[config.mk]
export PLATFORM = sky130hd
export DESIGN_NAME = pipe_ctrl_top
export DESIGN_NICKNAME = d
export VERILOG_FILES = /design/src/rtl/pipe_ctrl_pkg.sv /design/src/rtl/pipe_ctrl_top.sv /design/src/rtl/pipe_stage_regs.sv /design/src/rtl/pipeline_control.sv /design/src/rtl/muldiv_busy.sv /design/src/rtl/hazard_detect.sv
export SDC_FILE = /design/constraint.sdc
export NUM_CORES = 1
export LEC_CHECK = 0
export BUFFER_PORTS_ARGS = -buffer_cell sky130_fd_sc_hd__buf_2
export CORE_MARGIN = 4
export CORE_UTILIZATION = 59
export DETAILED_ROUTE_END_ITERATION = 8
export PLACE_DENSITY = 0.85
export SLEW_MARGIN = 5
export SYNTH_ARGS = -nofsm -noshare
export SYNTH_HDL_FRONTEND = slang
export SYNTH_SLANG_ARGS = --single-unit
[constraint.sdc]
create_clock -name clk -period 5 [get_ports clk]
set_clock_uncertainty 0.15 [all_clocks]
set_input_delay 0.5 -clock clk [delete_from_list [all_inputs] [get_ports clk]]
set_output_delay 0.5 -clock clk [all_outputs]
set_load 0.005 [all_outputs]
[src/rtl/pipe_ctrl_pkg.sv]
package pipe_ctrl_pkg;

  // bit positions inside the stall and flush vectors
  typedef enum logic [2:0] {
    STG_PC     = 3'd0,
    STG_IF_ID  = 3'd1,
    STG_ID_EX  = 3'd2,
    STG_EX_MEM = 3'd3,
    STG_MEM_WB = 3'd4,
    STG_RETIRE = 3'd5
  } stage_e;

  typedef logic [5:0] stage_vec_t;  // indexed by stage_e

  typedef struct packed {
    stage_vec_t stall;
    stage_vec_t flush;
  } pipe_ctrl_t;

  typedef struct packed {
    logic       valid;
    logic [7:0] tag;       // sequence number from the source
    logic [4:0] rd;
    logic [4:0] rs1;
    logic [4:0] rs2;
    logic       is_load;
    logic       is_muldiv;
    logic       is_jump;
    logic [3:0] pc_lo;
  } instr_desc_t;

  typedef struct packed {
    logic ram_if;
    logic ram_mem;
    logic arb_wdata_ready;
    logic trap_flush;        // ecall style trap from wb
    logic trap_stall;        // csr style trap from wb
    logic jump;
    logic muldiv;
    logic load_use;
  } hazard_req_t;

  // stall/flush pairs per hazard
  localparam pipe_ctrl_t CTRL_NONE       = '{stall: 6'b000000, flush: 6'b000000};
  localparam pipe_ctrl_t CTRL_RESET      = '{stall: 6'b000000, flush: 6'b011111};
  localparam pipe_ctrl_t CTRL_RAM_MEM    = '{stall: 6'b001111, flush: 6'b010000};
  localparam pipe_ctrl_t CTRL_RAM_IF     = '{stall: 6'b000011, flush: 6'b000000};
  localparam pipe_ctrl_t CTRL_TRAP_FLUSH = '{stall: 6'b000010, flush: 6'b001110};
  localparam pipe_ctrl_t CTRL_TRAP_STALL = '{stall: 6'b111111, flush: 6'b001110};
  localparam pipe_ctrl_t CTRL_JUMP       = '{stall: 6'b000010, flush: 6'b000110};
  localparam pipe_ctrl_t CTRL_MULDIV     = '{stall: 6'b000111, flush: 6'b001000};
  localparam pipe_ctrl_t CTRL_LOAD_USE   = '{stall: 6'b000011, flush: 6'b000100};

endpackage
[src/rtl/pipe_ctrl_top.sv]
`timescale 1ns/1ps

module pipe_ctrl_top #(
  parameter int MULDIV_CYCLES = 4
) (
  input  logic                       clk,
  input  logic                       rst,
  input  pipe_ctrl_pkg::instr_desc_t issue_i,
  input  logic                       ram_stall_if_i,
  input  logic                       ram_stall_mem_i,
  input  logic                       arb_wdata_ready_i,
  input  logic                       trap_flush_i,
  input  logic                       trap_stall_i,
  output pipe_ctrl_pkg::pipe_ctrl_t  ctrl_o,
  output pipe_ctrl_pkg::instr_desc_t retire_o
);

  pipe_ctrl_pkg::instr_desc_t id_desc;
  pipe_ctrl_pkg::instr_desc_t ex_desc;
  pipe_ctrl_pkg::hazard_req_t req;
  logic                       load_use;
  logic                       muldiv;

  hazard_detect u_hazard (
    .id_i       (id_desc),
    .ex_i       (ex_desc),
    .load_use_o (load_use)
  );

  muldiv_busy #(
    .MULDIV_CYCLES (MULDIV_CYCLES)
  ) u_muldiv (
    .clk    (clk),
    .rst    (rst),
    .ex_i   (ex_desc),
    .busy_o (muldiv)
  );

  assign req = '{
    ram_if:          ram_stall_if_i,
    ram_mem:         ram_stall_mem_i,
    arb_wdata_ready: arb_wdata_ready_i,
    trap_flush:      trap_flush_i,
    trap_stall:      trap_stall_i,
    jump:            ex_desc.valid && ex_desc.is_jump,  // resolved in EX
    muldiv:          muldiv,
    load_use:        load_use
  };

  pipeline_control u_ctrl (
    .rst    (rst),
    .req_i  (req),
    .ctrl_o (ctrl_o)
  );

  pipe_stage_regs u_regs (
    .clk     (clk),
    .rst     (rst),
    .ctrl_i  (ctrl_o),
    .issue_i (issue_i),
    .id_o    (id_desc),
    .ex_o    (ex_desc),
    .mem_o   (),
    .wb_o    (retire_o)
  );

endmodule

[src/rtl/pipe_stage_regs.sv]
`timescale 1ns/1ps

module pipe_stage_regs (
  input  logic                       clk,
  input  logic                       rst,
  input  pipe_ctrl_pkg::pipe_ctrl_t  ctrl_i,
  input  pipe_ctrl_pkg::instr_desc_t issue_i,
  output pipe_ctrl_pkg::instr_desc_t id_o,
  output pipe_ctrl_pkg::instr_desc_t ex_o,
  output pipe_ctrl_pkg::instr_desc_t mem_o,
  output pipe_ctrl_pkg::instr_desc_t wb_o
);

  localparam int NUM_REGS = int'(pipe_ctrl_pkg::STG_MEM_WB) + 1;

  // [0] is the fetch holding register at the PC and [1..4] are IF_ID to MEM_WB
  pipe_ctrl_pkg::instr_desc_t stage_q [NUM_REGS];
  pipe_ctrl_pkg::instr_desc_t stage_d [NUM_REGS];

  always_comb begin
    pipe_ctrl_pkg::instr_desc_t upstream;
    logic                       up_held;
    for (int k = 0; k < NUM_REGS; k++) begin
      if (k == 0) begin
        upstream = issue_i;
        up_held  = 1'b0;
      end else begin
        upstream = stage_q[k-1];
        up_held  = ctrl_i.stall[k-1];
      end

      if (ctrl_i.flush[k]) begin
        stage_d[k] = '0;           // killed even when held
      end else if (ctrl_i.stall[k]) begin
        stage_d[k] = stage_q[k];
      end else if (up_held) begin
        // upstream keeps its entry so only a bubble moves down
        stage_d[k] = '0;
      end else begin
        stage_d[k] = upstream;
      end
    end
  end

  always_ff @(posedge clk) begin
    for (int k = 0; k < NUM_REGS; k++) begin
      if (rst) begin
        stage_q[k].valid <= 1'b0;
      end else begin
        stage_q[k] <= stage_d[k];
      end
    end
  end

  assign id_o  = stage_q[pipe_ctrl_pkg::STG_IF_ID];
  assign ex_o  = stage_q[pipe_ctrl_pkg::STG_ID_EX];
  assign mem_o = stage_q[pipe_ctrl_pkg::STG_EX_MEM];
  assign wb_o  = stage_q[pipe_ctrl_pkg::STG_MEM_WB];

  // a flowing entry is never overwritten while the stage below holds
  for (genvar g = 0; g < NUM_REGS - 1; g++) begin : g_loss_chk
    a_no_loss: assert property (@(posedge clk) disable iff (rst)
      !(stage_q[g].valid && !ctrl_i.stall[g] && !ctrl_i.flush[g] &&
        ctrl_i.stall[g+1] && !ctrl_i.flush[g+1]));
  end

endmodule

[src/rtl/pipeline_control.sv]
`timescale 1ns/1ps

module pipeline_control (
  input  logic                       rst,
  input  pipe_ctrl_pkg::hazard_req_t req_i,
  output pipe_ctrl_pkg::pipe_ctrl_t  ctrl_o
);

  // the further down the pipe the event, the higher its priority
  always_comb begin
    if (rst) begin
      ctrl_o = pipe_ctrl_pkg::CTRL_RESET;  // bubble every register
    end else if (req_i.ram_if && req_i.ram_mem && req_i.arb_wdata_ready) begin
      ctrl_o = pipe_ctrl_pkg::CTRL_NONE;   // arbiter takes the write, both ports move
    end else if (req_i.ram_mem) begin
      ctrl_o = pipe_ctrl_pkg::CTRL_RAM_MEM;  // freeze up to EX_MEM
    end else if (req_i.ram_if) begin
      ctrl_o = pipe_ctrl_pkg::CTRL_RAM_IF;
    end else if (req_i.trap_flush) begin
      ctrl_o = pipe_ctrl_pkg::CTRL_TRAP_FLUSH;
    end else if (req_i.trap_stall) begin
      ctrl_o = pipe_ctrl_pkg::CTRL_TRAP_STALL;
    end else if (req_i.jump) begin
      // younger entries in IF and ID are wrong path
      ctrl_o = pipe_ctrl_pkg::CTRL_JUMP;
    end else if (req_i.muldiv) begin
      ctrl_o = pipe_ctrl_pkg::CTRL_MULDIV;
    end else if (req_i.load_use) begin
      ctrl_o = pipe_ctrl_pkg::CTRL_LOAD_USE;
    end else begin
      ctrl_o = pipe_ctrl_pkg::CTRL_NONE;
    end
  end

  // a stage killed in place never hands its entry to a flowing stage below
  always_comb begin
    for (int k = 0; k < int'(pipe_ctrl_pkg::STG_RETIRE); k++) begin
      assert final (!(ctrl_o.stall[k] && ctrl_o.flush[k]) ||
                    ctrl_o.stall[k+1] || ctrl_o.flush[k+1]);
    end
  end

endmodule

[src/rtl/muldiv_busy.sv]
`timescale 1ns/1ps

module muldiv_busy #(
  parameter int MULDIV_CYCLES = 4
) (
  input  logic                       clk,
  input  logic                       rst,
  input  pipe_ctrl_pkg::instr_desc_t ex_i,
  output logic                       busy_o
);

  localparam int CNT_W = $clog2(MULDIV_CYCLES + 1);

  logic [CNT_W-1:0]           rem_q;        // EX cycles left incl. current (zero when idle)
  logic [CNT_W-1:0]           rem_now;
  logic                       done_q;       // finished op may still sit in EX
  pipe_ctrl_pkg::instr_desc_t done_desc_q;
  logic                       ex_md;
  logic                       start;

  assign ex_md = ex_i.valid && ex_i.is_muldiv;

  // an op held in EX after finishing must not be counted again
  assign start   = ex_md && (rem_q == '0) && !(done_q && (ex_i == done_desc_q));
  assign rem_now = start ? CNT_W'(MULDIV_CYCLES) : rem_q;

  // last cycle drops busy so the op can move on
  assign busy_o = ex_md && (rem_now > CNT_W'(1));

  always_ff @(posedge clk) begin
    if (rst) begin
      rem_q  <= '0;
      done_q <= 1'b0;
    end else if (!ex_md) begin
      rem_q  <= '0;  // op flushed or gone
      done_q <= 1'b0;
    end else if (rem_now > CNT_W'(1)) begin
      rem_q <= rem_now - CNT_W'(1);
    end else if (rem_now == CNT_W'(1)) begin
      rem_q  <= '0;
      done_q <= 1'b1;
    end
  end

  always_ff @(posedge clk) begin
    if (ex_md && (rem_now == CNT_W'(1))) begin
      done_desc_q <= ex_i;  // remember which op completed
    end
  end

  // a counting op stays in EX until it finishes
  a_op_held: assert property (@(posedge clk) disable iff (rst)
    (rem_q != '0 && ex_md) |-> (ex_i == $past(ex_i)));

endmodule

[src/rtl/hazard_detect.sv]
`timescale 1ns/1ps

module hazard_detect (
  input  pipe_ctrl_pkg::instr_desc_t id_i,
  input  pipe_ctrl_pkg::instr_desc_t ex_i,
  output logic                       load_use_o
);

  logic ex_load;
  logic rs1_hit;
  logic rs2_hit;

  // load in EX whose result is not ready for the entry behind it
  assign ex_load = ex_i.valid && ex_i.is_load && (ex_i.rd != 5'd0);  // x0 carries no value

  assign rs1_hit = (id_i.rs1 == ex_i.rd);
  assign rs2_hit = (id_i.rs2 == ex_i.rd);

  assign load_use_o = ex_load && id_i.valid && (rs1_hit || rs2_hit);

endmodule

# [Yosys cells after proc, flatten, opt, wreduce, memory -nomap -nowiden]
# Memories as Yosys holds them, arrays and structs flattened.
# Index checks and enable logic that the tools add are counted.
# W data, S select, Z words.
[word_totals] regBits=35 ram_bits=155 input_bits=38 memories=1
[classes] n_addsub=1 order_cmp=1 eq_ne=5 mux=34 n_bitwise=7 reduce_logical=21
[memory_table] memory="u_regs.stage_q" depth=5 width=31 read_ports=5 rd_clocked_by_memory_dff=0 wr=5 line="pipe_stage_regs.sv:17" text="pipe_ctrl_pkg::instr_desc_t stage_q [NUM_REGS];"
[ops] cell="$mux W31" n=14
[ops] cell="$mux W12" n=8
[ops] cell="$eq A31 B31 Y1" n=1
[ops] cell="$logic_and A1 B1 Y1" n=13
[ops] cell="$eq A5 B5 Y1" n=2
[ops] cell="$mux W3" n=3
[ops] cell="$mux W1" n=8
[ops] cell="$mux W8" n=1
[ops] cell="$or A1 B1 Y1" n=5
[ops] cell="$reduce_bool A5 Y1" n=1
[ops] cell="$reduce_and A2 Y1" n=2
[ops] cell="$eq A3 B1 Y1 const B" n=1
[ops] cell="$gt A3 B1 Y1 const B" n=1
[ops] cell="$logic_not A3 Y1" n=1
[ops] cell="$sub A3 B1 Y3 const B" n=1
[ops] cell="$ne A2 B2 Y1 const B" n=1
[ops] cell="$not A1 Y1" n=2
[ops] cell="$reduce_bool A2 Y1" n=1
[ops] cell="$reduce_or A2 Y1" n=1
[ops] cell="$logic_not A1 Y1" n=1
[ops] cell="$logic_or A1 B1 Y1" n=1

# [Depth between registers and ports, before layout]
# An unclocked memory read counts as a cell.
[logic_depth] depth_word=20 depth_mapped=9 ltp_nobuf=7

# [Cells and area by module]
# A second synthesis with hierarchy kept.
[unflattened] hier_cells=504 hier_area_um2=7672.4
[modules_own_cells] mod="pipe_stage_regs" n_inst=1 cells_each=350 area_per_inst_um2=5820.6
[modules_own_cells] mod="muldiv_busy" n_inst=1 cells_each=106 area_per_inst_um2=1545.2
[modules_own_cells] mod="pipeline_control" n_inst=1 cells_each=30 area_per_inst_um2=171.4
[modules_own_cells] mod="hazard_detect" n_inst=1 cells_each=17 area_per_inst_um2=128.9
[modules_own_cells] mod="pipe_ctrl_top" n_inst=1 cells_each=1 area_per_inst_um2=6.3

# [Least setup slack after synthesis]
# Ideal clock, no wire load.
[synth_timing] kind="register -> register" start="memory u_regs.stage_q[2][17] (netlist bit)" end="memory u_regs.stage_q[1][0] (netlist bit) (enable)" setup_time_ps=427 t_arrival_ps=3336 required_ps=4423 setup_slack_ps=1087 stages_incl_launch_ff=8 synth_period_minus_slack_ps=3913 path_cell_list="edfxtp_1 > xor2_1 > nor4_2 > nand2_1 > o41ai_4 > a21o_2 > a31oi_1 > a21oi_1"
[synth_lines] item="start, declared" line="pipe_stage_regs.sv:17"

==> impl_results.md <==
- Status: finished, final reports clean
- Largest net degree at the start of global routing: 61
- Slew margin rel.: 51.6%
- Clk buf depth: 2
- Die width: 124 um
- Avg Inst Size Synth: 15.3 sq um
- R2r startpoint: u_regs.stage_q[2][20]
- Syn. warnings: 0
- Skew-Pair Late Insertion Delay: 0.42 ns
- Root Driver: clkbuf_16
- Tmin final: 3.86 ns
- Routed via count: 4113
- Number of I/O pins: 81
- # Post-CTS Setup Buffers: 0
- Mapped cell area: 7930 sq um
- Initial drt markers: 249
- Worst Setup End Kind: primary output
- Maxcap violations: 0
- Synth area leaders: edfxtp_1 (69%), and2_1 (9.6%), nor3b_2 (4.6%)
- Crit path from: u_regs.stage_q[2][20]
- Die Ht: 124 um
- Pwr dens: 370 nW/um^2
- Clk pwr share: 39.7%
- Post-layout net count: 641
- Distinct cells, synth: 43
- Cts bufs inserted: 17
- Power Internal: 2.68 mW
- Port buffer count: 79
- P&R area growth vs syn: 14.9%
- Met2 wire length: 6.18 mm
- DP HPWL: 8.20 mm
- Mapped Nets: 559
- Initial Util: 60.1%
- CTS H-tree depth: 4
- Placed cell areas: 8500 sq um
- Vias per Instance: 5.21
- Count of state elements after synthesis: 190
- Syn Inst Count: 519
- Layout Utilization: 69.0%
- Async set-reset flop share out of synthesis: 0%
- Fraction of layout cells with a size suffix above 1: 26.9%
- Post-route design area: 9100 sq um
- Initial antenna violation count: 0
- CTS tree: yes
- First-pass GRT wire length: 19.7 mm
- Sum of negative setup slack: 0 ns
- RePlAce Congestion: 0.939
- Peak supply drop: 0.216 mV
- Post-synth top cells: edfxtp_1 (181), and2_1 (121), nor3b_2 (29), xor2_1 (24), clkbuf_1 (18)
- First-pass DRT Iterations: 5
- Leak: 3.36 nW
- Cell with the most instances after synthesis: edfxtp_1
- Data arrival time of the critical path: 3.21 ns
- Storage cell area: 5620 sq um
- Number of cells upsized or downsized after cts: 0
- Data required, critical path: 4.35 ns
- WS Path Type: reg -> out
- Post-Route WL: 12.2 mm
- Final worst path period share: 77.1%
- Max Clk Rate: 0.259 GHz
- WL/cell: 15.4 um
- Worst hold path type: in -> reg
- Synth top area share: 68.6%
- Final ANT Viol Nets: 0
- WL met1: 4.97 mm
- Core ar.: 13200 sq um
- TritonCTS Sinks: 190
- Overflow after GRT: 0
- Min-delay src: issue_i[30]
- Psw: 0.690 mW
- Area taken by multi-input logic gates: 2170 sq um
- Residual DRC: 0
- Post-synth EDFFs: 181
- Hold-fix buffers, CTS: 0
- Post-synth top flop: edfxtp_1
- Overall die area: 15400 sq um
- Sequential fraction of design power: 54.8%
- Critical-path maximum fanout: 33
- R2r worst-path depth: 9
- All-Layer GR Usage: 17.2%
- Hold depth: 3
- # fillers: 866
- Sw Share: 20.5%
- Seq/Total Area, Yosys: 70.9%
- ANT cells: 0
- Vias in the first global route: 4014
- Synth area leader: edfxtp_1
- Uppermost layer routed: met4
- Met3 wire len: 775 um
- Crit path launch type: flop
- RSZ-0062 raised after global routing: no
- Slew of the pin with the lowest slew margin: 0.725 ns
- FP Rows: 42
- Slew Viols, Final: 0
- Clock slew at reported path FFs: 0.07 ns
- Final Hold Fails: 0
- Combinational power share: 5.5%
- Final setup fails: 0
- Fin Hold WS: 0.200 ns
==> power by group through the flow <==
stage	combinational, mW	clock [mW]	sequential [mW]
5_1_grt	0.209	1.43	1.85
3_3_place_gp	0.181	0	1.88
3_5_place_dp	0.188	0	1.88
2_1_floorplan	0.124	0	1.87
6_report	0.187	1.34	1.85
4_1_cts	0.190	1.36	1.85
==> worst max-delay path: stages, from the launching register on <==
cell and delay (ns):
edfxtp_1 0.51, xor2_1 0.19, nor4_1 0.35, nand4_1 0.30
o41ai_4 0.37, a21o_2 0.27, a41oi_4 0.12, buf_4 0.31
nor2b_1 0.20, buf_2 0.15
==> area by class of cell <==
type | count | share of cell area (%)
Sequential cell | 190 | 61.7
Inverter | 7 | 0.289
Multi-Input combinational cell | 296 | 23.9
Timing Repair Buffer | 89 | 5.17
Clock buffer | 18 | 4.71
Clock inverter | 14 | 1.87
Tap cell | 176 | 2.42
==> cells in the final DEF (no fill, tap or decap), drive strengths merged, types with 2 or more instances in the layout <==
master    instances
o21ai             5
nor3              4
o22ai             2
nor2             15
o31a              2
bufinv            3
o41ai             3
a21o              2
clkinvlp          4
clkinv            7
inv               7
nor4              8
or3               2
buf              89
ha                2
xor2             24
a31oi             4
mux2i             2
dfxtp             9
a21oi            10
and4              2
or2               2
and2            121
nand3             5
nand2            17
nor3b            30
clkbuf           18
nand2b            4
a211oi            2
xnor2            17
nand4             3
edfxtp          181
==> sequential cells by signal, indices dropped and copies added (netlist names) <==
name                  flops
u_regs.stage_q          155
u_muldiv.rem_q            3
u_muldiv.done_q           1
u_muldiv.done_desc_q     31
==> metal layers <==
layer,vias to the layer above,GRT usage [%]
li1,2021,-
met3,21,4.77
met2,145,28.4
met4,0,8.15
met1,1926,21.3
met5,-,0
==> stage by stage <==
step	instances	setup WS [ns]	power [mW]
after floorplan	519	1.09	2.00
after global placement	758	1.70	2.06
after detailed placement	758	1.63	2.07
after CTS	790	1.16	3.40
after global routing	790	1.01	3.49
final	790	1.14	3.37
==> cell families (layout without fill, tap and decap cells) <==
group / after synthesis / after routing / share of synthesized area (%)
adder cells (fa/ha/maj): 2 / 2 / 0.316
AND/OR/NAND/NOR: 216 / 216 / 18.5
flip-flops: 190 / 190 / 70.9
buffers and inverters: 33 / 128 / 2.13
other: 1 / 1 / 0.0473
XOR/XNOR: 41 / 41 / 4.53
multiplexers: 2 / 2 / 0.253
AO/OA/AOI/OAI: 34 / 34 / 3.38
==> final timing paths <==
| path | end | slack, ns |
|---|---|---|
| max | ctrl_o[6] | 1.14 |
| min reg2reg | u_regs.stage_q[4][30] | 0.31 |
| min | u_regs.stage_q[0][30] | 0.20 |
| max reg2reg | u_regs.stage_q[0][13] | 1.59 |
No activity file was read; power rests on OpenSTA's default activity.
